File: config.mk
export PLATFORM = sky130hd
export DESIGN_NAME = ps2_receiver
export DESIGN_NICKNAME = d
export VERILOG_FILES = /design/src/logic/board_params.svh /design/src/logic/input_pkg.sv /design/src/logic/ps2_receiver.sv
export SDC_FILE = /design/constraint.sdc
export NUM_CORES = 1
export LEC_CHECK = 0
export BUFFER_PORTS_ARGS = -buffer_cell sky130_fd_sc_hd__buf_2
export CAP_MARGIN = 10
export CORE_MARGIN = 3
export CORE_UTILIZATION = 25
export DETAILED_ROUTE_END_ITERATION = 12
export GPL_TIMING_DRIVEN = 0
export PLACE_DENSITY = 0.48
export SETUP_SLACK_MARGIN = 0.2
export SLEW_MARGIN = 20
export SYNTH_ARGS = -nofsm -noshare
export SYNTH_HDL_FRONTEND = slang
export SYNTH_SLANG_ARGS = --single-unit
File: constraint.sdc
create_clock -name clk -period 2.08 [get_ports clk]
set_clock_uncertainty 0.15 [all_clocks]
set_input_delay 0.312 -clock clk [delete_from_list [all_inputs] [get_ports clk]]
set_output_delay 0.312 -clock clk [all_outputs]
set_load 0.01 [all_outputs]
File: src/logic/board_params.svh
`ifndef BOARD_PARAMS_SVH
`define BOARD_PARAMS_SVH

// Horizontal timing of the 640x480 frame in clock cycles.
`define H_ACTIVE      640
`define H_SYNC_START  656
`define H_SYNC_END    752
`define H_TOTAL       800

// Vertical values in lines.
`define V_ACTIVE      480
`define V_SYNC_START  490
`define V_SYNC_END    492
`define V_TOTAL       525

// Cells are 8x8 pixels.
`define CELL_SHIFT    3

// One colour word per cell.
`define FB_COLS       80
`define FB_ROWS       60
`define FB_DEPTH      4800

`endif

File: src/logic/input_pkg.sv
package input_pkg;

    // One byte from the keyboard.
    typedef logic [7:0] scan_code_t;

    // ALU operand and result width.
    typedef logic [3:0] nibble_t;

    // ALU function select.
    typedef enum logic [2:0] {
        ADD,
        SUB,
        NOT_A,
        AND,
        OR,
        XOR,
        LESS_THAN,
        EQUAL
    } alu_op_e;

endpackage

File: src/logic/ps2_receiver.sv
`timescale 1ns/100ps

module ps2_receiver (
    input  logic                  clk,
    input  logic                  reset,
    input  logic                  ps2_clk,
    input  logic                  ps2_data,
    output input_pkg::scan_code_t code,
    output logic                  code_valid
);

    typedef enum logic [1:0] {IDLE, DATA, PARITY, STOP} rx_state_e;

    rx_state_e             state;
    logic [2:0]            clk_sync;
    logic [1:0]            data_sync;
    logic [2:0]            bit_cnt;
    logic                  fall;
    logic                  data_bit;
    logic                  start_bit;
    logic                  parity_bit;
    input_pkg::scan_code_t shift;

    // Data goes through the same two flops as the clock so both stay aligned.
    assign fall     = clk_sync[2] & ~clk_sync[1];
    assign data_bit = data_sync[1];

    always_ff @(posedge clk) begin
        if (reset) begin
            clk_sync   <= '1;
            data_sync  <= '1;
            state      <= IDLE;
            bit_cnt    <= '0;
            code_valid <= 1'b0;
        end else begin
            clk_sync   <= {clk_sync[1:0], ps2_clk};
            data_sync  <= {data_sync[0], ps2_data};
            code_valid <= 1'b0;
            if (fall) begin
                case (state)
                    IDLE: begin
                        bit_cnt <= '0;
                        state   <= DATA;
                    end
                    DATA: begin
                        bit_cnt <= bit_cnt + 1'b1;
                        if (bit_cnt == 3'd7) begin
                            state <= PARITY;
                        end
                    end
                    PARITY: state <= STOP;
                    STOP: begin
                        // Odd parity over data and parity bit.
                        code_valid <= !start_bit && data_bit && (^{shift, parity_bit});
                        state      <= IDLE;
                    end
                endcase
            end
        end
    end

    always_ff @(posedge clk) begin
        if (fall) begin
            case (state)
                IDLE:   start_bit  <= data_bit;
                DATA:   shift      <= {data_bit, shift[7:1]};
                PARITY: parity_bit <= data_bit;
                STOP:   code       <= shift;
            endcase
        end
    end

    assert property (@(posedge clk) disable iff (reset) code_valid |=> !code_valid);

endmodule

# After elaboration in Yosys (flattened, before gate mapping)
# Cells that the tools add are included.
[classes]
reduce_logical = 13
muxes = 3
n_eq_ne = 5
bitwise = 4
add_sub_neg = 1
[op_table]
columns = ["operator", "count"]
rows = [
  ["2-bit AND reduction", 6],
  ["9-bit XOR reduction", 1],
  ["2-bit case mux with 4 select lines", 1],
  ["3-bit case mux with 2 select lines", 1],
  ["2-bit == test (second input constant)", 2],
  ["3-bit by 1-bit adder with 3-bit output (second input constant)", 1],
  ["3-bit == test (second input constant)", 1],
  ["1-bit NOT", 3],
  ["3-bit OR reduction", 1],
  ["2-bit by 1-bit == test with 1-bit output (second input constant)", 1],
  ["1-bit logical AND", 2],
  ["2-bit zero test", 1],
  ["2-bit two-way mux", 1],
  ["2-bit != test (second input constant)", 1],
  ["2-bit nonzero test", 1],
  ["1-bit AND", 1],
  ["1-bit zero test", 1],
]
[totals]
reg_bits = 29
word_cells = 35

# Logic depth before layout (Yosys ltp)
# Gate-level depths: netlist (run 1).
[depth]
word_depth = 4
ltp_mapped = 5

# Worst setup path after synthesis (run 1)
# OpenSTA, ideal clock, no wires.
[synth_timing]
kind = "reg2reg"
start = "register state[1]"
end = "register shift[0] (enable)"
path_stages_with_launch = 4
slack_ns = 0.638
t_arrival_ns = 0.947
synth_period_minus_slack_ns = 1.442
n_path_buf = 0
required_time_ns = 1.586
path_cell_list = "dfxtp_1 -> inv_1 -> ha_1 -> and3b_1"
[synth_via]
elab_chain_len = 2
[synth_rtl]
columns = ["element", "line", "source"]
rows = [
  ["from (decl)", "ps2_receiver.sv:14", "rx_state_e state;"],
  ["from (signal assigned)", "ps2_receiver.sv:32", "state <= IDLE;"],
  ["from (signal assigned)", "ps2_receiver.sv:43", "state <= DATA;"],
  ["from (signal assigned)", "ps2_receiver.sv:48", "state <= PARITY;"],
  ["2-bit by 1-bit == test with 1-bit output", "ps2_receiver.sv:64", "case (state)"],
  ["2-bit AND reduction (no source line)", "--", ""],
  ["to (signal assigned)", "ps2_receiver.sv:66", "DATA: shift <= {data_bit, shift[7:1]};"],
  ["to (decl)", "ps2_receiver.sv:22", "input_pkg::scan_code_t shift;"],
]
# No other way between the ends.
# A chain may end at the register's enable or synchronous reset.

# Worst setup path after layout (run 1)
[layout_timing]
start = "register state[1]"
end = "register bit_cnt[0]"
[layout_via]
elab_chain_len = 3
word_cells_on_any_way = 5
[layout_rtl]
columns = ["element", "line", "source"]
rows = [
  ["2-bit by 1-bit == test with 1-bit output or 2-bit zero test (tied branches)", "ps2_receiver.sv:40", "case (state)"],
  ["2-bit nonzero test (no source line)", "--", ""],
  ["2-bit AND reduction (no source line)", "--", ""],
  ["to (signal assigned)", "ps2_receiver.sv:46", "bit_cnt <= bit_cnt + 1'b1;"],
  ["to (decl)", "ps2_receiver.sv:17", "logic [2:0] bit_cnt;"],
]
# Several ways; a longest one is shown, not always the timed one.

==> key figures, run 1 <==
Global routing
  – Number of global-route vias before repair: 640
  – Wire length of the first global-routing pass: 2.891 mm
  – Largest net degree at the start of global routing: 12
  – GRT overflow: 0
  – GR Util All Layers: 0.07445
  – Antenna violations before repair: 0

Logic synthesis
  – Syn_nets: 88
  – Sequential cell area fraction in the yosys report: 0.6763
  – Post-synthesis area per instance: 14.61 um2
  – Seq cells post-synth: 29
  – Cell count after synthesis: 77
  – Count of cell types in the netlist: 25
  – Total standard cell area after synthesis: 1125 um2
  – Number of synthesis warnings: 0

CTS
  – TritonCTS Sinks: 29
  – Clk Latency, worst-skew pair: 270 ps
  – Post-cts gate resize count: 0
  – Hold-fix buffer count after cts: 0
  – CTS tree: done
  – Post-CTS clock slew at the launch and capture registers of the worst setup and hold paths: ~60 ps
  – Maximum buffer depth of the clock tree: 2
  – Number of buffers created by CTS: 5
  – Root cell of the clock tree: sky130_fd_sc_hd__clkbuf_8
  – Post-CTS setup buffers: 0
  – Depth of the CTS H-tree: 2

Worst setup path
  – Required arrival time at the worst endpoint: 2110 ps
  – Register-to-Register Setup Slack: around 400 ps
  – Sort of element at the start of the critical path: flop
  – Worst path arrival time: 1720 ps
  – Reg2Reg Depth: 5
  – Top Family by Delay on Critical Path: simple AND/OR/NAND/NOR gates
  – Critical register-to-register path endpoint: bit_cnt[0]
  – Critical path endpoint category: flop
  – Library cell contributing the largest single delay on the critical path: sky130_fd_sc_hd__and3b_1
  – Last element of the critical path: bit_cnt[0]
  – Crit path depth: 5
  – Setup Crit Path Kind: reg -> reg
  – Maximum net fanout on the critical path: 11
  – List of cells traversed by the critical path: inv_1, ha_1, and3b_1, nor2_1, a211oi_1
  – Critical Path Max Stage Delay: 490 ps
  – CP Launch Point: state[1]
  – Worst flop-to-flop path startpoint: state[1]
  – CP bufs+invs: 1

Run
  – Number of max-cap violations: 0

Floorplanning
  – Initial Util: 0.2696
  – Horizontal die dimension: roughly 73 um
  – Floorplan die height: about 73 um
  – Die Footprint: 5340 um2
  – Rows: 23
  – Count of boundary I/O pins: 13
  – Core region area: 4173 um2

Detailed routing
  – 1st-iter DRT viols: 26
  – Total number of vias: 629
  – Met2 Routed Length: 834 um
  – Total Routed Length: 1.695 mm
  – Vias per cell: 4.279
  – DR WL/cell: 11.53 um
  – Pre-Repair DR Iteration Count: 4
  – Remaining routing DRC violations: 0
  – Number of nets with antenna violations after detailed routing: 0
  – Highest routed metal layer: met4
  – Routed wire length on met3: 117 um
  – Detailed-route wire length on metal 1: 722 um

STA
  – Fin crit share: 0.8089
  – Fin. max-slew vios: 0
  – Actual transition at the worst max-transition pin: 486.0 ps
  – Setup repair after global routing missed its margin: false
  – Max_slew headroom: 0.6760
  – Sum Neg Setup Slack: 0 ps
  – Setup violations, final: 0
  – Final Hold Vio Count: 0
  – Min Clock Period, post-route: ~1700 ps
  – Post-Route Hold Slack: 75.34 ps
  – F_max: between 500 and 600 MHz

Final layout
  – Non-filler cells in the finished layout: 147
  – Share of cells above drive strength 1: 0.2371
  – Synth-to-Final Area Change: 20.36%
  – Post-route standard cell area excluding fillers: between 1000 and 1500 um2
  – ANT cells: 0
  – Post-layout net count: 107

Power
  – PwrDens: just under 900 nW/um2
  – P_sw: 211.8 uW
  – Relative contribution of combinational cells to total power: 0.024
  – Total power: between 1 and 1.5 mW
  – Leakage component of the power: approximately 0.51 nW
  – Largest vdd supply drop: 0.0004077 V
  – Share of total power in sequential cells: 0.518
  – Internal power component: 978.6 uW
  – Sw frac: 0.1779
  – Clk pwr share: 0.458

Placement
  – Detailed placer's ending HPWL: 1.236 mm
  – Cell area after placement: 1247 um2
  – Placed cells: 139
  – Global placement routability congestion: 0.8137
  – Count of input and output buffers: 12

Status
  – Run status: finished, final reports clean

Hold path
  – Type of the most critical hold path: in -> reg
-- registers in the layout, summed over array words and instances (netlist names) --
signal      count
code            8
shift           8
bit_cnt         3
clk_sync        3
data_sync       2
state           2
code_valid      1
parity_bit      1
start_bit       1
-- power by group through the flow --
stage               registers, mW  clock network [mW]  logic, mW
floorplan                   0.628                   0     0.0208
global placement            0.629                   0     0.0282
detailed placement          0.629                   0     0.0287
CTS                         0.617               0.568     0.0288
global route                0.618               0.606     0.0323
finish                      0.617               0.545     0.0284
-- logic make-up after synthesis --
| family | count (synthesis) | synth area share |
|---|---|---|
| buf+inv | 3 | 0.01001 |
| compound gates | 8 | 0.03782 |
| mux | 1 | 0.008899 |
| xor+xnor | 5 | 0.06341 |
| flops | 29 | 0.6763 |
| fa+ha+maj | 7 | 0.07786 |
| simple gates | 24 | 0.1257 |
-- worst min path at each step --
stage          depth (start not counted)  slack, ps         start      endpoint
2_1_floorplan                          1        240   clk_sync[0]   clk_sync[1]
5_1_grt                                2         70      ps2_data  data_sync[0]
6_report                               2         80      ps2_data  data_sync[0]
4_1_cts                                2         70      ps2_data  data_sync[0]
3_3_place_gp                           1        240  data_sync[0]  data_sync[1]
3_5_place_dp                           1        240  data_sync[0]  data_sync[1]
-- layer usage --
metal	track usage	vias up
met3	0.03857	3
met2	0.1112	15
li1	-	310
met4	0.03689	0
met5	0	-
met1	0.08714	301
-- through the flow --
step	util	setup slack, ps
after detailed placement	0.2990	390.6
after CTS	0.3244	373.2
after global routing	0.3244	240.0
final	0.3244	397.5
after floorplan	-	638.4
after global placement	0.2990	433.4
-- final cells by class --
cell class              instances  area (um2)
clock buffers                   6       72.57
fillers                       411        2819
inverters                       2       7.507
flip-flops and latches         29       760.7
clock inverters                 2       33.78
plain buffers                   1       3.754
repair buffers                 12       60.06
multi-input cells              45       352.8
well taps                      50       62.56
-- layout by cell type (no fill, tap or decap), types with 2 or more instances in the layout --
| master | count |
|---|---|
| sky130_fd_sc_hd__nand2_1 | 2 |
| sky130_fd_sc_hd__edfxtp_1 | 18 |
| sky130_fd_sc_hd__inv_1 | 2 |
| sky130_fd_sc_hd__dfxtp_1 | 11 |
| sky130_fd_sc_hd__nor2_1 | 3 |
| sky130_fd_sc_hd__clkbuf_1 | 2 |
| sky130_fd_sc_hd__buf_2 | 12 |
| sky130_fd_sc_hd__o21ai_0 | 3 |
| sky130_fd_sc_hd__clkbuf_8 | 5 |
| sky130_fd_sc_hd__ha_1 | 7 |
| sky130_fd_sc_hd__nand2b_1 | 2 |
| sky130_fd_sc_hd__or2_2 | 5 |
| sky130_fd_sc_hd__and2_1 | 3 |
| sky130_fd_sc_hd__xnor3_1 | 2 |
| sky130_fd_sc_hd__nor2b_1 | 2 |
| sky130_fd_sc_hd__xnor2_1 | 2 |
| sky130_fd_sc_hd__a21oi_1 | 4 |
-- Yosys cell counts --
master	instances	area (um2)
sky130_fd_sc_hd__edfxtp_1	18	540.5
sky130_fd_sc_hd__dfxtp_1	11	220.2
sky130_fd_sc_hd__a21oi_1	4	20.02
sky130_fd_sc_hd__nand2_1	2	7.510
sky130_fd_sc_hd__xnor3_1	2	45.04
sky130_fd_sc_hd__and3b_1	1	8.760
sky130_fd_sc_hd__nor4_1	1	6.260
sky130_fd_sc_hd__nor2b_1	2	12.51
sky130_fd_sc_hd__mux2i_1	1	10.01
sky130_fd_sc_hd__a211oi_1	1	7.510
sky130_fd_sc_hd__nand3_1	1	5.000
sky130_fd_sc_hd__nor3_1	1	5.000
sky130_fd_sc_hd__nand4b_1	1	8.760
sky130_fd_sc_hd__o21ai_0	3	15.01
sky130_fd_sc_hd__inv_1	2	7.510
sky130_fd_sc_hd__nor3b_1	1	7.510
sky130_fd_sc_hd__nand2b_1	2	12.51
sky130_fd_sc_hd__xor2_1	1	8.760
sky130_fd_sc_hd__nor2_1	3	11.26
sky130_fd_sc_hd__and2_1	3	18.77
sky130_fd_sc_hd__clkbuf_1	1	3.750
sky130_fd_sc_hd__or2_2	5	31.28
sky130_fd_sc_hd__nand4_1	1	6.260
sky130_fd_sc_hd__xnor2_1	2	17.52
sky130_fd_sc_hd__ha_1	7	87.58
Note: power is estimated with default switching activity, not from simulation.
==> run 2, diff against run 1 <==
ABC_AREA = 1   (was not set)
clock period = 1.6 ns   (was 2.08 ns; I/O delays follow)
==> run 2 against run 1 <==
Count of clock-buffer cells in the layout unchanged. Maximum frequency increased by 25%. Non-clock buffer count grew 6. Final cell count grew 24%. Register-to-register slack lost 140 ps. Core utilization up 3.4 points. Cell area increased by 18%. Worst hold slack improved by 28 ps. Combinational power up 120%. Sequential share of layout area fell by 8.3 points. Power grew 34%. Clock power is 34% higher.
==> key figures, run 2 <==
Logic synthesis
  – Most used flip-flop cell after synthesis: sky130_fd_sc_hd__edfxtp_1
  – Total standard cell area after synthesis: 1182 um2 (+5.1%)
  – Share of the synthesized area in the top cell type: 0.4571 (-0.02339)
  – Number of enable flip-flop cells after synthesis: 18 (unchanged)
  – Number of synthesis warnings: 0 (unchanged)
  – Most area-hungry cell type in the Yosys netlist: sky130_fd_sc_hd__edfxtp_1
  – Top-count cell post-synth: sky130_fd_sc_hd__nand2_1
  – Count of cell types in the netlist: 20 (-20%)
  – Seq cells post-synth: 29 (unchanged)
  – Syn_nets: 115 (+31%)
  – Commonest cells in the netlist: 25 x sky130_fd_sc_hd__nand2_1, 18 x sky130_fd_sc_hd__edfxtp_1, 12 x sky130_fd_sc_hd__inv_1
  – Async set or reset register ratio after synthesis: 0 (unchanged)
  – Area contributors post-synth: sky130_fd_sc_hd__edfxtp_1 46%, sky130_fd_sc_hd__dfxtp_1 19%, sky130_fd_sc_hd__nand2_1 7.9%
  – Sequential cell area fraction in the yosys report: 0.6434 (-0.03292)
  – Post-synthesis area per instance: 11.37 um2 (-22%)
  – Cell count after synthesis: 104 (+35%)

Placement
  – Count of input and output buffers: 11 (-1)
  – Global placement routability congestion: 0.7406 (-9.0%)
  – Detailed placer's ending HPWL: 1.259 mm (+1.9%)
  – Placed cells: 167 (+20%)

Floorplanning
  – Floorplan die height: 74.77 um (+2.3%)
  – Horizontal die dimension: 74.77 um (+2.3%)
  – Core region area: 4474 um2 (+7.2%)
  – Count of boundary I/O pins: 13 (unchanged)
  – Initial Util: 0.2643 (-0.005304)
  – Rows: 24 (+4.3%)
  – Die Footprint: 5591 um2 (+4.7%)

CTS
  – Depth of the CTS H-tree: 2 (unchanged)
  – Root cell of the clock tree: sky130_fd_sc_hd__clkbuf_8
  – Maximum buffer depth of the clock tree: 2 (unchanged)
  – TritonCTS Sinks: 29 (unchanged)
  – CTS tree: done
  – Clk Latency, worst-skew pair: 280 ps (about the same)
  – Number of buffers created by CTS: 5 (unchanged)
  – Post-CTS clock slew at the launch and capture registers of the worst setup and hold paths: 60 ps (about the same)

Detailed routing
  – Total Routed Length: 2.082 mm (+23%)
  – Number of nets with antenna violations after detailed routing: 0 (unchanged)
  – 1st-iter DRT viols: 68 (+160%)
  – Pre-Repair DR Iteration Count: 4 (unchanged)
  – Total number of vias: 752 (+20%)
  – Vias per cell: 4.132 (-3.4%)
  – DR WL/cell: 11.44 um (-0.79%)
  – Remaining routing DRC violations: 0 (unchanged)

Power
  – Leakage component of the power: 0.6390 nW (+24%)
  – Largest vdd supply drop: 0.0003997 V (-2.0%)
  – PwrDens: 996.0 nW/um2 (+13%)

Global routing
  – GRT overflow: 0 (unchanged)
  – Met1 layer usage reported by global route: 0.07667 (-0.01048)
  – GRT Max-Usage Layer: met2
  – Antenna violations before repair: 0 (unchanged)
  – Largest net degree at the start of global routing: 10 (-2)
  – Wire length of the first global-routing pass: 2.994 mm (+3.6%)
  – Met3 Resource Use GR: 0.03605 (-0.002519)
  – Met2 usage in global routing: 0.1268 (+0.01561)
  – GR Util All Layers: 0.07553 (+0.001083)
  – Number of global-route vias before repair: 715 (+12%)

STA
  – Max_slew headroom: 0.8500 (+0.1740)
  – Fin. max-slew vios: 0 (unchanged)
  – Actual transition at the worst max-transition pin: 223.5 ps (-262.6 ps)
  – Sum Neg Setup Slack: 0 ps (unchanged)
  – Fin crit share: 0.8395 (+0.03061)
  – Min Clock Period, post-route: 1343 ps (-339.3 ps)
  – Final Hold Vio Count: 0 (unchanged)
  – Setup violations, final: 0 (unchanged)
  – Setup repair after global routing missed its margin: true
  – Post-Route Hold Slack: 103.2 ps (+27.81 ps)
  – F_max: 744.5 MHz (+25%)

Final layout
  – Post-layout net count: 140 (+31%)
  – Non-filler cells in the finished layout: 182 (+24%)
  – Commonest non-fill, non-tap cells in the layout: 18 x sky130_fd_sc_hd__edfxtp_1, 17 x sky130_fd_sc_hd__nand2_1, 12 x sky130_fd_sc_hd__buf_2, 8 x sky130_fd_sc_hd__nand2_2
  – ANT cells: 0 (unchanged)
  – Most common library cell in the layout ignoring fill and taps: sky130_fd_sc_hd__edfxtp_1
  – Synth-to-Final Area Change: 35.56%
  – Number of filler cells placed in the layout: 433 (+5.4%)
  – Share of cells above drive strength 1: 0.5000 (+0.2629)
  – Regs by FF count: code x8, shift x8

Worst setup path
  – Sort of element at the start of the critical path: flop
  – Worst path arrival time: 1400 ps (-320 ps)
  – Critical path endpoint category: flop
  – Setup Crit Path Kind: reg -> reg
  – Required arrival time at the worst endpoint: 1660 ps (-450 ps)
  – Maximum net fanout on the critical path: 4 (-7)

Run
  – Number of max-cap violations: 0 (unchanged)

Hold path
  – Type of the most critical hold path: in -> reg

Status
  – Run status: finished, final reports clean
## run 2: where the power goes
group          internal, mW  switching (mW)
clock network         0.459           0.271
logic                0.0267          0.0351
registers             0.797         0.00782
total                  1.28           0.314
## run 2: layer usage
layer	vias to the layer above	part of all wire	routed length, um
met5	-	0	0
met3	5	0.048	99
met2	20	0.52	1081
met1	346	0.41	845
li1	381	-	-
met4	0	0.026	55
## run 2: cells by family after synthesis
| family | synth area share |
|---|---|
| flops | 0.6434 |
| compound gates | 0.03916 |
| xor+xnor | 0.02223 |
| buf+inv | 0.05502 |
| fa+ha+maj | 0.07407 |
| simple gates | 0.1661 |
## run 2: worst paths after layout
path | start | endpoint | slack, ps | depth (start not counted)
max reg2reg | state[1] | bit_cnt[2] | 260 | 8
min reg2reg | clk_sync[0] | clk_sync[1] | 260 | 1
min | reset | bit_cnt[1] | 100 | 2
max | state[1] | bit_cnt[2] | 260 | 8
## run 2: layout make-up
type                            instances  area, um2  share of cell area
Timing Repair Buffer                   18      128.9             0.08041
Tap cell                               52      65.06             0.04059
Clock inverter                          2      33.78             0.02108
Multi-Input combinational cell         58      464.2              0.2896
Clock buffer                            6      72.57             0.04528
Sequential cell                        29      768.2              0.4793
Inverter                               16      65.06             0.04059
Buffer                                  1      5.005            0.003123
## run 2: through the flow
stage	utilization	area, um2	worst slack [ps]	power [mW]
after floorplan	-	1187	268.1	0.8524
after global placement	0.2922	1308	126.4	0.8618
after detailed placement	0.2922	1308	111.4	0.8632
after CTS	0.3280	1468	199.3	1.607
after global routing	0.3582	1603	163.4	1.653
final	0.3582	1603	256.8	1.596
## run 2: timing repair
| item | CTS | global route |
|---|---|---|
| gates resized for setup | 4 | 35 |
| endpoints found under the hold margin | 2 | 0 |
| setup endpoints to repair | 20 | 7 |
| hold buffers | 2 | 0 |
| buffers inserted | 2 | 3 |
| pin swaps | 1 | 11 |
## run 2: critical path: stages, from the launching register on
cell                      delay [ps]
sky130_fd_sc_hd__dfxtp_4         360
sky130_fd_sc_hd__inv_4            50
sky130_fd_sc_hd__ha_4            160
sky130_fd_sc_hd__inv_4            70
sky130_fd_sc_hd__nor2_4           40
sky130_fd_sc_hd__buf_6           120
sky130_fd_sc_hd__nor2_4          120
sky130_fd_sc_hd__nand2_1          70
sky130_fd_sc_hd__a21oi_1         130
==> run 3, diff against run 2 <==
ABC_AREA = 0   (was 1)
PLACE_DENSITY = 0.49   (was 0.48)
clock period = 1.2 ns   (was 1.6 ns; I/O delays follow)
==> run 3 against run 2 <==
The run now ends with negative hold slack, negative setup slack left. Power is 20% higher. Clock power is 2% higher. Maximum frequency is 5.0% lower. Register-to-register slack worse by 470 ps. Die area is 4.5% lower. Critical path type unchanged. Largest cell class unchanged.
==> key figures, run 3 (same netlist as run 1, synthesis figures left out) <==
Status
  – Run status: complete, but fails checks
  – Failing checks: negative hold slack, negative setup slack

Final layout
  – Regs by FF count: code x8, shift x8
  – ANT cells: 0 (unchanged)
  – Commonest non-fill, non-tap cells in the layout: 18 x sky130_fd_sc_hd__edfxtp_1, 12 x sky130_fd_sc_hd__buf_2, 7 x sky130_fd_sc_hd__buf_6
  – Post-route standard cell area excluding fillers: 1644 um2 (+2.6%)
  – Most common library cell in the layout ignoring fill and taps: sky130_fd_sc_hd__edfxtp_1
  – Synth-to-Final Area Change: 46.16%
  – Post-layout net count: 121 (-14%)
  – Share of cells above drive strength 1: 0.6126 (+0.1126)

Power
  – Internal power component: 1.523 mW (+19%)
  – PwrDens: 1161 nW/um2 (+17%)
  – Share of total power in sequential cells: 0.562 (+0.058)
  – Leakage component of the power: 0.6097 nW (-4.6%)
  – Largest vdd supply drop: 0.0004059 V (+1.6%)
  – Total power: 1.909 mW (+20%)
  – Clk pwr share: 0.388 (-0.069)
  – Sw frac: 0.2020 (+0.005601)
  – Relative contribution of combinational cells to total power: 0.050 (+0.011)
  – P_sw: 385.6 uW (+23%)

Worst setup path
  – Required arrival time at the worst endpoint: 1210 ps (-450 ps)
  – Critical path endpoint category: flop
  – Maximum net fanout on the critical path: 2 (-2)
  – Setup Crit Path Kind: reg -> reg
  – Library cell contributing the largest single delay on the critical path: sky130_fd_sc_hd__xnor3_1
  – Top Family by Delay on Critical Path: XOR/XNOR gates
  – List of cells traversed by the critical path: xor2_1, xnor3_1, mux2i_1
  – Critical Path Max Stage Delay: 420 ps (+60 ps)
  – Sort of element at the start of the critical path: flop
  – CP bufs+invs: 0 (-3)
  – Worst path arrival time: 1420 ps (+20 ps)

STA
  – Actual transition at the worst max-transition pin: 478.3 ps (+254.8 ps)
  – Setup violations, final: 22 (+22)
  – Setup repair after global routing missed its margin: true
  – Final Hold Vio Count: 2 (+2)
  – Post-Route Hold Slack: -64.51 ps (-167.7 ps)
  – Worst setup margin: -213.3 ps (-470.1 ps)
  – Fin. max-slew vios: 0 (unchanged)
  – F_max: 707.6 MHz (-5.0%)
  – Max_slew headroom: 0.6811 (-0.1688)
  – Min Clock Period, post-route: 1413 ps (+70.06 ps)
  – Fin crit share: 1.178 (+0.3382)

Floorplanning
  – Initial Util: 0.2696 (+0.005304)
  – Rows: 23 (-4.2%)
  – Floorplan die height: 73.08 um (-2.3%)
  – Die Footprint: 5340 um2 (-4.5%)
  – Count of boundary I/O pins: 13 (unchanged)
  – Core region area: 4173 um2 (-6.7%)
  – Horizontal die dimension: 73.08 um (-2.3%)

CTS
  – CTS tree: done
  – Number of buffers created by CTS: 5 (unchanged)
  – Depth of the CTS H-tree: 2 (unchanged)
  – Clk Latency, worst-skew pair: 270 ps (about the same)
  – TritonCTS Sinks: 29 (unchanged)
  – Maximum buffer depth of the clock tree: 2 (unchanged)
  – Post-CTS clock slew at the launch and capture registers of the worst setup and hold paths: 60 ps (about the same)
  – Root cell of the clock tree: sky130_fd_sc_hd__clkbuf_8

Placement
  – Global placement routability congestion: 0.7472 (+0.89%)
  – Count of input and output buffers: 12 (+1)
  – Cell area after placement: 1354 um2 (+3.5%)
  – Detailed placer's ending HPWL: 1.256 mm (-0.30%)

Detailed routing
  – DR WL/cell: 12.47 um (+9.0%)
  – Total number of vias: 687 (-8.6%)
  – 1st-iter DRT viols: 82 (+21%)
  – Pre-Repair DR Iteration Count: 4 (unchanged)
  – Number of nets with antenna violations after detailed routing: 0 (unchanged)
  – Vias per cell: 4.267 (+3.3%)
  – Remaining routing DRC violations: 0 (unchanged)
  – Total Routed Length: 2.007 mm (-3.6%)

Global routing
  – GRT overflow: 0 (unchanged)
  – GR Util All Layers: 0.07977 (+0.004241)
  – Wire length of the first global-routing pass: 3.029 mm (+1.2%)
  – Largest net degree at the start of global routing: 11 (+1)
  – Number of global-route vias before repair: 644 (-9.9%)
  – Antenna violations before repair: 0 (unchanged)

Run
  – Number of max-cap violations: 0 (unchanged)

Hold path
  – Type of the most critical hold path: in -> reg
==> run 3: cell count changes in the layout (fill, tap and decap cells not counted), sizes merged, moves of 2 or more <==
cell / change
and2: +3
buf: +9
clkbuf: +3
dlygate4sd3: -2
inv: -14
nand2: -24
nand2b: +2
nor2: -3
nor2b: +2
xnor3: +2
==> run 3: cell type report <==
type	count	area (um2)
fill	382	2529
clock buffer	8	80.08
tap	50	62.56
multi-input combinational	45	506.7
sequential	29	772.0
buffer	1	3.754
timing repair buffer	26	203.9
inverter	2	15.01
==> run 3: power by group through the flow <==
stage	clock network, mW	logic [mW]	registers (mW)
after floorplan	0	0.0491	1.09
after detailed placement	0	0.0651	1.09
after global placement	0	0.0635	1.09
final	0.741	0.0956	1.07
after global routing	0.822	0.103	1.07
after CTS	0.766	0.0746	1.07
==> run 3: timing repair <==
action / CTS / global route
endpoints found under the hold margin: 2 / 2
setup endpoints to repair: 33 / 33
pin swaps: 5 / 5
buffers inserted: 9 / 5
gates resized for setup: 6 / 18
==> run 3: through the flow <==
step	hold slack, ps	setup slack (ps)	instances	utilization	setup TNS [ps]
CTS	-70.79	-187.4	156	0.3652	-2870
global route	-73.23	-251.5	161	0.3940	-3251
global placement	211.9	-228.1	139	0.3244	-3157
detailed placement	219.0	-234.2	139	0.3244	-3279
finish	-64.51	-213.3	161	0.3940	-2532
floorplan	133.8	-132.1	77	-	-1422
==> run 3: path summary, 6_finish.rpt <==
path	from	endpoint	slack (ps)	cells after the start
worst min register to register	data_sync[0]	data_sync[1]	260	1
worst min-delay path	ps2_clk	clk_sync[0]	-60	2
worst max register to register	shift[1]	code_valid	-210	3
worst max-delay path	shift[1]	code_valid	-210	3
==> run 3: metal layers <==
layer / vias up / GRT usage / wire [um]
met2: 16 / 0.1102 / 956
met5: - / 0 / 0
met3: 7 / 0.03994 / 138
li1: 340 / - / -
met1: 324 / 0.09013 / 866
met4: 0 / 0.06762 / 45
==> run 3: worst reg2reg max path, cell delays in order (launching register included) <==
cell,delay [ps]
sky130_fd_sc_hd__edfxtp_1,410
sky130_fd_sc_hd__xor2_1,180
sky130_fd_sc_hd__xnor3_1,420
sky130_fd_sc_hd__mux2i_1,140
