$ cat src/logic/board_params.svh
`ifndef BOARD_PARAMS_SVH
`define BOARD_PARAMS_SVH

// Horizontal timing of the 640x480 frame in clock cycles.
`define H_ACTIVE      640
`define H_SYNC_START  656
`define H_SYNC_END    752
`define H_TOTAL       800

// Vertical values in lines.
`define V_ACTIVE      480
`define V_SYNC_START  490
`define V_SYNC_END    492
`define V_TOTAL       525

// Cells are 8x8 pixels.
`define CELL_SHIFT    3

// One colour word per cell.
`define FB_COLS       80
`define FB_ROWS       60
`define FB_DEPTH      4800

`endif

$ cat src/logic/video_pkg.sv
package video_pkg;

    // Horizontal or vertical pixel position.
    typedef logic [9:0] pixel_coord_t;

    // Cell index, row * 80 + column.
    typedef logic [12:0] cell_addr_t;

    // RGB444, red in the top nibble.
    typedef logic [11:0] colour_t;

endpackage

$ cat src/logic/vga_timing.sv
`timescale 1ns/100ps
`include "board_params.svh"

module vga_timing (
    input  logic                 clk,
    input  logic                 reset,
    output logic                 fetch_req,
    output video_pkg::cell_addr_t fetch_addr,
    input  video_pkg::colour_t   fetch_data,
    output logic                 hsync,
    output logic                 vsync,
    output logic                 blank_n,
    output logic [7:0]           vga_r,
    output logic [7:0]           vga_g,
    output logic [7:0]           vga_b
);

    video_pkg::pixel_coord_t h_cnt;
    video_pkg::pixel_coord_t v_cnt;
    video_pkg::pixel_coord_t h_next;
    video_pkg::pixel_coord_t v_next;
    video_pkg::pixel_coord_t line_next;
    logic                    at_line_end;
    logic                    fetch_done;
    video_pkg::colour_t      cell_colour;

    assign at_line_end = (h_cnt == `H_TOTAL - 1);
    assign h_next      = at_line_end ? '0 : h_cnt + 1'b1;
    assign v_next      = (v_cnt == `V_TOTAL - 1) ? '0 : v_cnt + 1'b1;
    assign line_next   = at_line_end ? v_next : v_cnt;

    // Fetch one pixel ahead of each active cell; the colour arrives with its first pixel.
    assign fetch_req  = (line_next < `V_ACTIVE) && (h_next < `H_ACTIVE) &&
                        (h_next[`CELL_SHIFT-1:0] == '0);
    assign fetch_addr = video_pkg::cell_addr_t'(line_next >> `CELL_SHIFT) *
                        video_pkg::cell_addr_t'(`FB_COLS) +
                        video_pkg::cell_addr_t'(h_next >> `CELL_SHIFT);

    always_ff @(posedge clk) begin
        if (reset) begin
            h_cnt       <= '0;
            v_cnt       <= '0;
            hsync       <= 1'b1;
            vsync       <= 1'b1;
            blank_n     <= 1'b0;
            fetch_done  <= 1'b0;
            cell_colour <= '0;
        end else begin
            h_cnt <= h_next;
            if (at_line_end) begin
                v_cnt <= v_next;
            end
            // Outputs lag the counters by one cycle.
            hsync      <= !((h_cnt >= `H_SYNC_START) && (h_cnt < `H_SYNC_END));
            vsync      <= !((v_cnt >= `V_SYNC_START) && (v_cnt < `V_SYNC_END));
            blank_n    <= (h_cnt < `H_ACTIVE) && (v_cnt < `V_ACTIVE);
            fetch_done <= fetch_req;
            if (fetch_done) begin
                cell_colour <= fetch_data;
            end
        end
    end

    assign vga_r = blank_n ? {2{cell_colour[11:8]}} : 8'd0;
    assign vga_g = blank_n ? {2{cell_colour[7:4]}}  : 8'd0;
    assign vga_b = blank_n ? {2{cell_colour[3:0]}}  : 8'd0;

endmodule

$ cat config.mk
export PLATFORM = sky130hd
export DESIGN_NAME = vga_timing
export DESIGN_NICKNAME = d
export VERILOG_FILES = /design/src/logic/video_pkg.sv /design/src/logic/vga_timing.sv
export VERILOG_INCLUDE_DIRS = /design/src /design/src/logic
export SDC_FILE = /design/constraint.sdc
export NUM_CORES = 1
export LEC_CHECK = 0
export ABC_CLOCK_PERIOD_IN_PS = 10500
export BUFFER_PORTS_ARGS = -buffer_cell sky130_fd_sc_hd__buf_2
export CORE_MARGIN = 2
export CORE_UTILIZATION = 40
export CTS_CLUSTER_DIAMETER = 120
export CTS_CLUSTER_SIZE = 10
export DETAILED_ROUTE_END_ITERATION = 7
export PLACE_DENSITY = 0.73
export SETUP_SLACK_MARGIN = 0.5
export SLEW_MARGIN = 5
export SYNTH_ARGS = -nofsm -noshare
export SYNTH_HDL_FRONTEND = slang
export SYNTH_SLANG_ARGS = --single-unit
$ cat constraint.sdc
create_clock -name clk -period 10.5 [get_ports clk]
set_input_delay 0 -clock clk [delete_from_list [all_inputs] [get_ports clk]]
set_output_delay 0 -clock clk [all_outputs]
set_load 0.01 [all_outputs]
==> Word level (Yosys, flattened, before mapping) <==
Index checks and enable logic that the tools add are counted.
{ "word_totals": {"word_cells": 35, "in_bits": 14, "register_bits": 36} }
{ "classes": {"muxes": 6, "reduce_logical": 8, "n_eq_ne": 2, "add_sub_neg": 3, "n_mul": 1, "order_cmp": 8} }
{ "ops": {"columns": ["cell", "n"], "rows": [
  ["10-bit < comparator (second input constant)", 3],
  ["10-bit by 9-bit < comparator with 1-bit output (second input constant)", 3],
  ["10-bit two-way mux", 3],
  ["8-bit two-way mux", 3],
  ["10-bit by 1-bit adder with 10-bit output (second input constant)", 2],
  ["10-bit equality test (second input constant)", 2],
  ["13-bit by 7-bit adder with 13-bit output", 1],
  ["10-bit greater-or-equal comparator (second input constant)", 1],
  ["10-bit by 9-bit greater-or-equal comparator with 1-bit output (second input constant)", 1],
  ["7-bit by 3-bit multiplier with 9-bit output (second input constant)", 1],
  ["1-bit logical AND", 5],
  ["3-bit zero test", 1],
  ["1-bit zero test", 2]
]} }

==> Depth between registers and ports, before layout <==
Gate-level depths: netlist of the first run.
{ "logic_depth": {"depth_word": 6, "mapped_depth": 16} }

==> Worst setup path after synthesis of the first run <==
OpenSTA, ideal clock, no wires.
{ "synth_timing": {"path_type": "reg2out", "start": "register h_cnt[0]", "end": "output fetch_addr[12]", "t_required_ns": 10.500, "path_buffers": 2, "path_slack_ns": 7.132, "stages_incl_launch_ff": 16, "arrival_ns": 3.368, "cell_sequence": "dfxtp_1 ha_1 and4_1 buf_2 and3_1 buf_2 nand3_1 xnor2_1 ha_1 ha_1 fa_1 a21o_1 a21oi_1 xnor2_1 nand3_1 xor3_1"} }
{ "synth_via": {"elab_chain_len": 4} }
{ "synth_lines": {"columns": ["item", "line", "source"], "rows": [
  ["start: declaration", "vga_timing.sv:18", "video_pkg::pixel_coord_t h_cnt;"],
  ["start signal: assignment", "vga_timing.sv:49", "h_cnt <= h_next;"],
  ["10-bit equality test", "vga_timing.sv:27", "assign at_line_end = (h_cnt == `H_TOTAL - 1);"],
  ["10-bit two-way mux", null, null],
  ["named net line_next[6]", "vga_timing.sv:22", "video_pkg::pixel_coord_t line_next;"],
  ["7-bit by 3-bit multiplier with 9-bit output", "vga_timing.sv:35", "assign fetch_addr = video_pkg::cell_addr_t'(line_next >> `CELL_SHIFT) *"],
  ["13-bit by 7-bit adder with 13-bit output", "vga_timing.sv:35", null],
  ["end: declaration", "vga_timing.sv:8", "output video_pkg::cell_addr_t fetch_addr,"]
]} }
The timed path passes the listed nets, and every way through them passes these cells.

==> Final worst setup path of the first run <==
Ends and elaborated chain as after synthesis.

==> load_flow_metrics.sql, run 1 <==
INSERT INTO impl_metrics (metric_group, metric, value, unit) VALUES
('critical_path', 'max_stage_delay', '480', 'ps'),
('global_route', 'grt_antenna_before_repair', '0', ''),
('clock_network', 'cts_sinks', '36', ''),
('sta', 'grt_setup_unrepaired', 'false', ''),
('logic_synthesis', 'synth_top_family_by_area', 'simple AND/OR/NAND/NOR gates', ''),
('logic_synthesis', 'simple_gate_fraction_of_synth_area', '28.2', '%'),
('logic_synthesis', 'proportion_of_synthesized_area_in_mux_cells', '5.54', '%'),
('job', 'drv.max_cap_violation_count', '0', ''),
('sta', 'layout_worst_path_cycle_share', '40.9', '%'),
('critical_path', 'end_kind', 'output port', ''),
('floorplanning', 'die_x', '80.6', 'µm'),
('critical_path', 'critPathLaunchType', 'flip-flop', ''),
('logic_synthesis', 'synth.cell_area', '0.00235', 'mm²'),
('final_layout', 'n_antenna_cell', '0', ''),
('global_route', 'globalRouteTotalUtil', '15.7', '%'),
('pwr', 'cell_area_power_density', '118', 'mW/mm²'),
('clock_network', 'cts_buffers', '5', ''),
('logic_synthesis', 'postSynthRegisterBits', '36', ''),
('clock_network', 'count_of_buffers_added_by_post_cts_timing_repair_for_setup', '0', ''),
('clock_network', 'cts_tree', 'built', ''),
('critical_path', 'timing.rr.start', 'h_cnt[0]', ''),
('sta', 'final.min_clock_period', '4300', 'ps'),
('detailed_routing', 'first_iter_violations', '84', ''),
('sta', 'final_sum_of_negative_setup_slack', '0', 'ps'),
('sta', 'setup_viol', '0', ''),
('critical_path', 'cp_cell_sequence', 'ha_1, and4_1, and3_1, nand4_1, xor2_1, nor2_1, ha_1, ha_1, fa_1, a21o_1, a21oi_1, xnor2_1, nand3_1, xor3_1, buf_2', ''),
('critical_path', 'rr_endpoint', 'v_cnt[5]', ''),
('critical_path', 'worst_path_most_repeated_cell', 'sky130_fd_sc_hd__ha_1', ''),
('sta', 'worst_slew_margin_rel', '55.3', '%'),
('worst_hold_path', 'hold_path.startpoint', 'reset', ''),
('pwr', 'peakVddDrop', '0.0745', 'mV'),
('final_layout', 'final_nets', '349', ''),
('floorplanning', 'fp-row-count', '27', ''),
('critical_path', 'cp.arrival', '4300', 'ps'),
('final_layout', 'share_of_cells_above_drive_strength_1', '22.2', '%'),
('place', 'dp.final_hpwl', '3480', 'µm'),
('final_layout', 'synth_to_layout_area_growth', '19.8', '%'),
('clock_network', 'cts_hold_repair.buffers', '12', ''),
('global_route', 'number_of_global_route_vias_before_repair', '1834', ''),
('global_route', 'grt.overflow.total', '0', ''),
('floorplanning', 'die_y', '80.6', 'µm'),
('logic_synthesis', 'synthDistinctLibCells', '43', ''),
('final_layout', 'layout.cells.non_filler', '387', ''),
('logic_synthesis', 'synth_fp_nets', '304', ''),
('sta', 'timing_hold_violations_final', '0', ''),
('critical_path', 'rr_worst_depth', '6', ''),
('logic_synthesis', 'post_synth_xor_area_fraction', '9.22', '%'),
('detailed_routing', 'routed-via-count', '1932', ''),
('clock_network', 'htreeDepth', '2', ''),
('floorplanning', 'floorplan.core_area', '0.00557', 'mm²'),
('logic_synthesis', 'syn_inst', '269', ''),
('place', 'placed_cells', '367', ''),
('floorplanning', 'floorplan.die_area', '0.00650', 'mm²'),
('clock_network', 'clkLatencyLatePin', '280', 'ps'),
('critical_path', 'criticalPathCategory', 'flip-flop to output port', ''),
('status', 'outcome', 'finished clean', ''),
('logic_synthesis', 'synthesis.yosys.warnings', '0', ''),
('clock_network', 'cts-root-to-sink-buffers', '2', ''),
('critical_path', 'worst-r2r-setup-slack', '8220', 'ps'),
('worst_hold_path', 'whs_path_depth', '2', ''),
('detailed_routing', 'drt-vias-per-instance', '4.99', ''),
('pwr', 'cellLeakagePower', '1.33', 'nW'),
('sta', 'slew_viol_final', '0', ''),
('critical_path', 'crit_path_max_fanout', '12', ''),
('logic_synthesis', 'synth_fa_ha_area_share', '11.8', '%'),
('worst_hold_path', 'whs_endpoint', 'cell_colour[8]', ''),
('logic_synthesis', 'async_reset_ff_share', '0', '%'),
('logic_synthesis', 'compound_gate_portion_of_the_synthesized_area', '5.76', '%'),
('place', 'port_buffers', '54', ''),
('sta', 'clock.fmax', '233', 'MHz'),
('floorplanning', 'ioPinCount', '55', '');
[placed cells by master (no fill, tap or decap), types with 8 or more instances in the layout]
master / count
sky130_fd_sc_hd__dfxtp_1: 36
sky130_fd_sc_hd__nand3_1: 13
sky130_fd_sc_hd__xor2_1: 9
sky130_fd_sc_hd__nor2b_1: 10
sky130_fd_sc_hd__inv_1: 8
sky130_fd_sc_hd__nor2_1: 32
sky130_fd_sc_hd__xnor2_1: 13
sky130_fd_sc_hd__ha_1: 19
sky130_fd_sc_hd__buf_2: 54
sky130_fd_sc_hd__mux2i_1: 13
sky130_fd_sc_hd__nor3_1: 9
sky130_fd_sc_hd__dlygate4sd3_1: 12
sky130_fd_sc_hd__and2_1: 13
sky130_fd_sc_hd__nand2_1: 13
[synth_stat cells (2+ instances only)]
library cell / instances / area (µm²)
sky130_fd_sc_hd__a21o_1: 4 / 30.0
sky130_fd_sc_hd__a21oi_1: 5 / 25.0
sky130_fd_sc_hd__and2_1: 13 / 81.3
sky130_fd_sc_hd__and3_1: 2 / 12.5
sky130_fd_sc_hd__and3_2: 2 / 15.0
sky130_fd_sc_hd__and4_1: 3 / 26.3
sky130_fd_sc_hd__buf_1: 2 / 7.51
sky130_fd_sc_hd__buf_2: 2 / 10.0
sky130_fd_sc_hd__buf_4: 16 / 120
sky130_fd_sc_hd__clkbuf_1: 7 / 26.3
sky130_fd_sc_hd__dfxtp_1: 36 / 721
sky130_fd_sc_hd__fa_1: 2 / 40.0
sky130_fd_sc_hd__ha_1: 19 / 238
sky130_fd_sc_hd__inv_1: 8 / 30.0
sky130_fd_sc_hd__mux2i_1: 13 / 130
sky130_fd_sc_hd__nand2_1: 13 / 48.8
sky130_fd_sc_hd__nand3_1: 13 / 65.1
sky130_fd_sc_hd__nand4_1: 5 / 31.3
sky130_fd_sc_hd__nand4b_1: 2 / 17.5
sky130_fd_sc_hd__nor2_1: 32 / 120
sky130_fd_sc_hd__nor2b_1: 10 / 62.6
sky130_fd_sc_hd__nor3_1: 9 / 45.0
sky130_fd_sc_hd__nor3b_1: 4 / 30.0
sky130_fd_sc_hd__nor4_1: 4 / 25.0
sky130_fd_sc_hd__o21ai_0: 3 / 15.0
sky130_fd_sc_hd__or2_2: 3 / 18.8
sky130_fd_sc_hd__xnor2_1: 13 / 114
sky130_fd_sc_hd__xor2_1: 9 / 78.8
[cell families after synthesis]
kind of cell	Yosys count
AOI/OAI and AO/OA	19
xor gates and xnor gates	23
adders and majority gates	21
buffers and inverters	36
DFF	36
muxes	13
and+or+nand+nor	121
[where the power goes]
group / internal [mW] / switching [mW]
combinational: 0.0115 / 0.0100
sequential: 0.139 / 0.00331
clock: 0.119 / 0.0498
total: 0.269 / 0.0631
[cell type report]
| class | instances | area [µm²] |
|---|---|---|
| flip-flops and latches | 36 | 721 |
| well taps | 72 | 90.1 |
| inverters | 8 | 30.0 |
| multi-input cells | 197 | 1420 |
| clock inverters | 3 | 90.1 |
| clock buffers | 5 | 68.8 |
| repair buffers | 66 | 390 |
| fillers | 538 | 2760 |
[registers in the layout, indices dropped and copies added (netlist names)]
name / flops
cell_colour: 12
fetch_done: 1
h_cnt: 10
hsync: 1
v_cnt: 10
blank_n: 1
vsync: 1
[metrics by stage]
step / util, % / worst slack, ps / power, mW / cell area (µm²) / hold WS (ps)
after floorplan: - / 7130 / 0.158 / 2350 / 147
final: 50.4 / 6200 / 0.332 / 2810 / 151
after detailed placement: 45.4 / 6560 / 0.164 / 2530 / 243
after CTS: 50.4 / 6190 / 0.338 / 2810 / 156
after global routing: 50.4 / 5870 / 0.348 / 2810 / 174
after global placement: 45.4 / 6720 / 0.163 / 2530 / 238
[how the worst max path moves through the flow]
stage	start	end	cells past startpoint
4_1_cts	h_cnt[0]	fetch_addr[12]	15
5_1_grt	h_cnt[0]	fetch_addr[12]	15
3_5_place_dp	h_cnt[0]	fetch_addr[12]	15
2_1_floorplan	h_cnt[0]	fetch_addr[12]	15
6_report	h_cnt[0]	fetch_addr[12]	15
3_3_place_gp	h_cnt[0]	fetch_addr[12]	15
[per-layer routing]
metal / routed length (µm) / part of all wire (%) / global-route usage [%]
met1: 2060 / 44 / 19.1
met2: 2190 / 46 / 25.7
met3: 317 / 6.7 / 3.26
met4: 157 / 3.3 / 8.64
met5: 0 / 0 / 0
[worst max-delay path, delay by kind of cell, from the launching register on]
family | cells | cell delay, ps
AOI/OAI and AO/OA | 2 | 360
xor gates and xnor gates | 3 | 630
adders and majority gates | 4 | 1190
buffers and inverters | 1 | 150
DFF | 1 | 430
and+or+nand+nor | 5 | 1270
Power figures use the tool's default switching activity.
==> inputs of run 2 (changes only) <==
ABC_CLOCK_PERIOD_IN_PS = 4400   (was 10500)
clock period = 4.4 ns   (was 10.5 ns; I/O delays follow)
==> load_flow_metrics.sql, run 2 (same netlist as run 1, synthesis figures left out) <==
INSERT INTO impl_metrics (metric_group, metric, value, unit) VALUES
('global_route', 'number_of_global_route_vias_before_repair', '1758', ''),
('critical_path', 'timing.rr.start', 'h_cnt[5]', ''),
('detailed_routing', 'wl_per_cell', '12.1', 'µm'),
('job', 'drv.max_cap_violation_count', '0', ''),
('sta', 'layout_worst_path_cycle_share', '84.0', '%'),
('critical_path', 'worst-r2r-setup-slack', '2320', 'ps'),
('pwr', 'cell_area_power_density', '222', 'mW/mm²'),
('detailed_routing', 'drc', '0', ''),
('final_layout', 'n_antenna_cell', '0', ''),
('critical_path', 'crit_path_max_fanout', '6', ''),
('clock_network', 'htreeDepth', '2', ''),
('sta', 'grt_setup_unrepaired', 'false', ''),
('status', 'outcome', 'finished clean', ''),
('detailed_routing', 'routed-via-count', '1959', ''),
('global_route', 'globalRouteTotalUtil', '15.1', '%'),
('final_layout', 'layout_commonest_cell', 'sky130_fd_sc_hd__buf_2', ''),
('final_layout', 'regMostFlops', 'cell_colour', ''),
('sta', 'worst_slew_margin_rel', '55.3', '%'),
('global_route', 'grtUsageMet2', '26.3', '%'),
('final_layout', 'final_nets', '354', ''),
('sta', 'final.min_clock_period', '3700', 'ps'),
('floorplanning', 'die_y', '80.6', 'µm'),
('final_layout', 'largestRegisters', 'cell_colour: 12 flops, h_cnt: 10 flops, v_cnt: 10 flops', ''),
('clock_network', 'cts_buffers', '5', ''),
('detailed_routing', 'drt-vias-per-instance', '5.00', ''),
('final_layout', 'postLayoutCoreUtil', '50.3', '%'),
('place', 'dp.final_hpwl', '3450', 'µm'),
('detailed_routing', 'first_iter_violations', '88', ''),
('sta', 'timing.hold.ws', '147', 'ps'),
('floorplanning', 'floorplan.die_area', '0.00650', 'mm²'),
('clock_network', 'cts.root.buffer_cell', 'sky130_fd_sc_hd__clkbuf_8', ''),
('pwr', 'cellLeakagePower', '1.33', 'nW'),
('pwr', 'peakVddDrop', '0.101', 'mV'),
('sta', 'finalClockSkew', '4.99', 'ps'),
('sta', 'setup_viol', '0', ''),
('final_layout', 'synth_to_layout_area_growth', '19.6', '%'),
('floorplanning', 'start_util', '42.1', '%'),
('floorplanning', 'ioPinCount', '55', ''),
('final_layout', 'multi_input_area', '0.00145', 'mm²'),
('final_layout', 'final_cell_mix', 'sky130_fd_sc_hd__buf_2, sky130_fd_sc_hd__dfxtp_1, sky130_fd_sc_hd__nor2_1', ''),
('final_layout', 'share_of_cells_above_drive_strength_1', '26.3', '%'),
('clock_network', 'cts-root-to-sink-buffers', '2', ''),
('sta', 'clock.fmax', '270', 'MHz'),
('global_route', 'grt_antenna_before_repair', '0', ''),
('final_layout', 'n_fill_cell', '516', ''),
('worst_hold_path', 'min_path_type', 'primary input to flip-flop', ''),
('clock_network', 'cts_sinks', '36', ''),
('worst_hold_path', 'whs_path_depth', '2', ''),
('critical_path', 'critPathLaunchType', 'flip-flop', ''),
('global_route', 'globalRouteMet1Util', '18.4', '%'),
('global_route', 'grt.busiest_layer', 'met2', ''),
('sta', 'final.setup.worst_slack', '703', 'ps'),
('pwr', 'total_power', '0.624', 'mW'),
('detailed_routing', 'totalWireLength', '4750', 'µm'),
('place', 'gp_congestion', '0.834', ''),
('final_layout', 'largest_register_ffs', '12', ''),
('critical_path', 'cp.arrival', '3700', 'ps'),
('place', 'dp_slack', '458', 'ps'),
('global_route', 'grt_first_pass_wirelength', '7760', 'µm'),
('global_route', 'grt.met3_usage', '2.81', '%'),
('floorplanning', 'die_x', '80.6', 'µm'),
('sta', 'max_slew.worst_pin.slew', '669', 'ps'),
('critical_path', 'worst-endpoint-required', '4400', 'ps'),
('place', 'port_buffers', '54', ''),
('critical_path', 'criticalPathCategory', 'flip-flop to output port', ''),
('final_layout', 'regArea', '724', 'µm²'),
('global_route', 'grt.overflow.total', '0', ''),
('floorplanning', 'floorplan.core_area', '0.00557', 'mm²'),
('sta', 'slew_viol_final', '0', ''),
('sta', 'timing_hold_violations_final', '0', ''),
('clock_network', 'cts.reportedPaths.clkPinSlew', '70', 'ps'),
('critical_path', 'end_kind', 'output port', ''),
('global_route', 'grt_start_max_net_pins', '29', ''),
('detailed_routing', 'drtAntennaViolNets', '0', ''),
('worst_hold_path', 'hold_path.startpoint', 'reset', ''),
('floorplanning', 'fp-row-count', '27', ''),
('detailed_routing', 'detail_route.first_pass.iterations', '4', ''),
('sta', 'final_sum_of_negative_setup_slack', '0', 'ps'),
('critical_path', 'rr_endpoint', 'fetch_done', ''),
('clock_network', 'clkLatencyLatePin', '290', 'ps'),
('worst_hold_path', 'whs_endpoint', 'cell_colour[6]', ''),
('clock_network', 'cts_tree', 'built', ''),
('critical_path', 'rr_worst_depth', '5', '');
## run 2: changes by cell type in the layout (fill, tap and decap cells not counted), moves of 2 or more
| cell | previous run | this run |
|---|---|---|
| sky130_fd_sc_hd__buf_4 | 0 | 5 |
| sky130_fd_sc_hd__clkinv_2 | 0 | 2 |
| sky130_fd_sc_hd__dfxtp_2 | 0 | 3 |
| sky130_fd_sc_hd__bufinv_16 | 3 | 0 |
| sky130_fd_sc_hd__dfxtp_1 | 36 | 33 |
## run 2: critical path, stage by stage, from the launching register on
cell and delay (ps):
sky130_fd_sc_hd__dfxtp_2 380, sky130_fd_sc_hd__ha_2 220, sky130_fd_sc_hd__and4_4 240, sky130_fd_sc_hd__and3_4 210, sky130_fd_sc_hd__nand4_1 160, sky130_fd_sc_hd__xor2_2 230
sky130_fd_sc_hd__nor2_2 60, sky130_fd_sc_hd__ha_1 280, sky130_fd_sc_hd__ha_1 230, sky130_fd_sc_hd__fa_1 420, sky130_fd_sc_hd__a21o_1 190, sky130_fd_sc_hd__a21oi_1 160
sky130_fd_sc_hd__xnor2_1 180, sky130_fd_sc_hd__nand3_1 110, sky130_fd_sc_hd__xor3_1 180, sky130_fd_sc_hd__buf_2 150
## run 2: metal layers
metal / part of all wire (%) / wire (µm)
met5: 0 / 0
met4: 1.8 / 87
met3: 7.1 / 335
met2: 47 / 2230
met1: 44 / 2100
## run 2: per-stage QoR
stage	cells	area, µm²
after floorplan	269	2350
after global placement	367	2530
after detailed placement	367	2530
after CTS	390	2770
after global routing	392	2810
final	392	2810
## run 2: layout make-up
cell class              instances  area share, %
flip-flops and latches         36           25.8
clock buffers                   5           2.45
multi-input cells             197           51.5
well taps                      72           3.21
repair buffers                 71           15.2
inverters                       8           1.07
clock inverters                 3          0.669
## run 2: worst max path at each step
stage / start / end / slack [ps] / cells after the start
final: h_cnt[0] / fetch_addr[12] / 700 / 15
after global routing: h_cnt[7] / fetch_addr[12] / 470 / 14
after CTS: h_cnt[1] / fetch_addr[12] / 580 / 15
after detailed placement: h_cnt[0] / fetch_addr[12] / 460 / 15
after global placement: h_cnt[0] / fetch_addr[12] / 610 / 15
after floorplan: h_cnt[0] / fetch_addr[12] / 1030 / 15
## run 2: power by group
part / internal (mW) / switching [mW] / leakage [nW]
Combinational: 0.0286 / 0.0246 / 0.985
Clock: 0.110 / 0.120 / 0.0479
Sequential: 0.332 / 0.00801 / 0.292
## run 2: what timing repair did
item                                    4_1_cts  5_1_grt
endpoints found under the hold margin        12        0
endpoints found under the setup margin        4        3
setup buffers                                 3        2
gates resized for setup                       5        6
hold buffers                                 12        0
pin swaps                                     1        1
==> inputs of run 3 (changes only) <==
ABC_CLOCK_PERIOD_IN_PS = 3670   (was 4400)
clock period = 3.67 ns   (was 4.4 ns; I/O delays follow)
==> load_flow_metrics.sql, run 3 (same netlist as run 1, synthesis figures left out) <==
INSERT INTO impl_metrics (metric_group, metric, value, unit) VALUES
('status', 'outcome', 'finished clean', ''),
('sta', 'timing_hold_violations_final', '0', ''),
('critical_path', 'cp.arrival', '3510', 'ps'),
('final_layout', 'final_cell_mix', 'sky130_fd_sc_hd__buf_2, sky130_fd_sc_hd__nor2_1, sky130_fd_sc_hd__dfxtp_1', ''),
('detailed_routing', 'drt-vias-per-instance', '5.01', ''),
('place', 'dp_slack', '155', 'ps'),
('sta', 'final.min_clock_period', '3510', 'ps'),
('sta', 'worst_slew_margin_rel', '52.3', '%'),
('floorplanning', 'start_util', '42.1', '%'),
('global_route', 'grt_first_pass_wirelength', '8100', 'µm'),
('sta', 'grt_setup_unrepaired', 'true', ''),
('floorplanning', 'floorplan.core_area', '0.00557', 'mm²'),
('floorplanning', 'floorplan.die_area', '0.00650', 'mm²'),
('critical_path', 'end_kind', 'output port', ''),
('floorplanning', 'ioPinCount', '55', ''),
('floorplanning', 'die_x', '80.6', 'µm'),
('final_layout', 'final_nets', '373', ''),
('worst_hold_path', 'min_path_type', 'primary input to flip-flop', ''),
('final_layout', 'layout_commonest_cell', 'sky130_fd_sc_hd__buf_2', ''),
('clock_network', 'htreeDepth', '2', ''),
('critical_path', 'critical_path.slowest_cell', 'sky130_fd_sc_hd__dfxtp_4', ''),
('critical_path', 'max_stage_delay', '360', 'ps'),
('final_layout', 'share_of_cells_above_drive_strength_1', '36.9', '%'),
('detailed_routing', 'totalWireLength', '5430', 'µm'),
('detailed_routing', 'routed-via-count', '2061', ''),
('pwr', 'cellLeakagePower', '1.46', 'nW'),
('sta', 'final_sum_of_negative_setup_slack', '0', 'ps'),
('sta', 'clock.fmax', '285', 'MHz'),
('global_route', 'number_of_global_route_vias_before_repair', '1816', ''),
('pwr', 'total_power', '0.822', 'mW'),
('final_layout', 'n_antenna_cell', '0', ''),
('clock_network', 'cts_sinks', '36', ''),
('detailed_routing', 'detail_route.first_pass.iterations', '4', ''),
('sta', 'final.setup.worst_slack', '162', 'ps'),
('detailed_routing', 'drtAntennaViolNets', '0', ''),
('global_route', 'grt.overflow.total', '0', ''),
('final_layout', 'regMostFlops', 'cell_colour', ''),
('detailed_routing', 'first_iter_violations', '71', ''),
('place', 'dpl_cell_area', '0.00258', 'mm²'),
('sta', 'setup_viol', '0', ''),
('floorplanning', 'fp-row-count', '27', ''),
('critical_path', 'crit_path_max_fanout', '5', ''),
('final_layout', 'largestRegisters', 'cell_colour: 12 flops, h_cnt: 10 flops, v_cnt: 10 flops', ''),
('clock_network', 'cts.reportedPaths.clkPinSlew', '80', 'ps'),
('final_layout', 'synth_to_layout_area_growth', '34.2', '%'),
('final_layout', 'finalInstanceArea', '0.00315', 'mm²'),
('floorplanning', 'die_y', '80.6', 'µm'),
('global_route', 'grt_antenna_before_repair', '0', ''),
('clock_network', 'cts_buffers', '5', ''),
('clock_network', 'clkLatencyLatePin', '290', 'ps'),
('detailed_routing', 'drc', '0', ''),
('final_layout', 'multi_input_area', '0.00159', 'mm²'),
('clock_network', 'cts-root-to-sink-buffers', '2', ''),
('clock_network', 'cts.root.buffer_cell', 'sky130_fd_sc_hd__clkbuf_8', ''),
('job', 'drv.max_cap_violation_count', '0', ''),
('place', 'dp.final_hpwl', '3450', 'µm'),
('critical_path', 'worst-endpoint-required', '3670', 'ps'),
('critical_path', 'critPathLaunchType', 'flip-flop', ''),
('sta', 'max_slew.worst_pin.slew', '715', 'ps'),
('place', 'port_buffers', '54', ''),
('final_layout', 'regArea', '741', 'µm²'),
('final_layout', 'n_fill_cell', '521', ''),
('critical_path', 'cp_cell_sequence', 'nor4b_4, buf_4, nand3_2, nor3_2, xor2_1, ha_4, ha_1, a211oi_1, nor2_1, a21o_1, a21oi_2, xor3_1, buf_2', ''),
('final_layout', 'largest_register_ffs', '12', ''),
('sta', 'slew_viol_final', '0', ''),
('pwr', 'peakVddDrop', '0.175', 'mV'),
('clock_network', 'cts_tree', 'built', ''),
('pwr', 'cell_area_power_density', '261', 'mW/mm²'),
('sta', 'finalClockSkew', '7.82', 'ps'),
('global_route', 'globalRouteTotalUtil', '15.7', '%'),
('sta', 'layout_worst_path_cycle_share', '95.6', '%'),
('global_route', 'grt_start_max_net_pins', '29', ''),
('detailed_routing', 'wl_per_cell', '13.2', 'µm'),
('place', 'gp_congestion', '0.831', ''),
('critical_path', 'criticalPathCategory', 'flip-flop to output port', '');
[run 3: cell types whose count changed in the layout (fill, tap and decap cells not counted), moves of 3 or more]
cell / previous run / this run
sky130_fd_sc_hd__dfxtp_4: 0 / 5
sky130_fd_sc_hd__ha_1: 18 / 14
sky130_fd_sc_hd__xnor2_2: 0 / 3
sky130_fd_sc_hd__ha_4: 0 / 4
sky130_fd_sc_hd__xnor2_1: 13 / 9
sky130_fd_sc_hd__dfxtp_1: 33 / 30
sky130_fd_sc_hd__buf_4: 5 / 21
[run 3: final cells by class]
type | count | area share, %
inverters | 8 | 0.954
multi-input cells | 197 | 50.4
well taps | 72 | 2.86
clock inverters | 3 | 1.35
repair buffers | 90 | 18.8
clock buffers | 5 | 2.19
flip-flops and latches | 36 | 23.5
[run 3: worst paths after layout]
| path | start | end | slack (ps) | cells after the start |
|---|---|---|---|---|
| max | h_cnt[7] | fetch_addr[12] | 160 | 13 |
| min | reset | cell_colour[3] | 160 | 2 |
| max reg2reg | h_cnt[4] | fetch_done | 1650 | 5 |
| min reg2reg | cell_colour[1] | cell_colour[1] | 490 | 2 |
[run 3: power by group]
group	switching, mW	total (mW)	internal [mW]	leakage, nW
logic	0.0327	0.0733	0.0406	1.11
clock network	0.144	0.345	0.201	0.0541
registers	0.00897	0.405	0.396	0.295
total	0.185	0.822	0.637	1.46
[run 3: critical path, delay by kind of cell (launching register included)]
family | cells | cell delay, ps
AND/OR/NAND/NOR | 4 | 700
XOR/XNOR | 2 | 640
flip-flops | 1 | 360
buffers and inverters | 2 | 340
AO/OA/AOI/OAI | 3 | 590
adder cells (fa/ha/maj) | 2 | 590
[run 3: stage by stage]
step                util (%)  std cells  hold WS (ps)
detailed placement      46.2        369           243
floorplan                  -        269           147
CTS                     53.8        406           157
global placement        46.2        369           236
finish                  56.5        411           160
global route            56.5        411           187
[run 3: timing repair]
action / 4_1_cts / 5_1_grt
hold endpoints to repair: 12 / 0
setup buffers: 17 / 5
pin swaps: 14 / 15
resized for setup: 17 / 19
hold buffers: 12 / 0
endpoints found under the setup margin: 5 / 5
[run 3: metal layers]
metal	share of wire, %	GRT usage, %	routed length, µm	vias to the layer above
met5	0	0	0	-
met4	1.2	4.24	67	0
met3	3.7	2.36	200	8
met2	53	28.7	2880	51
met1	42	18.9	2280	962
li1	-	-	-	1040
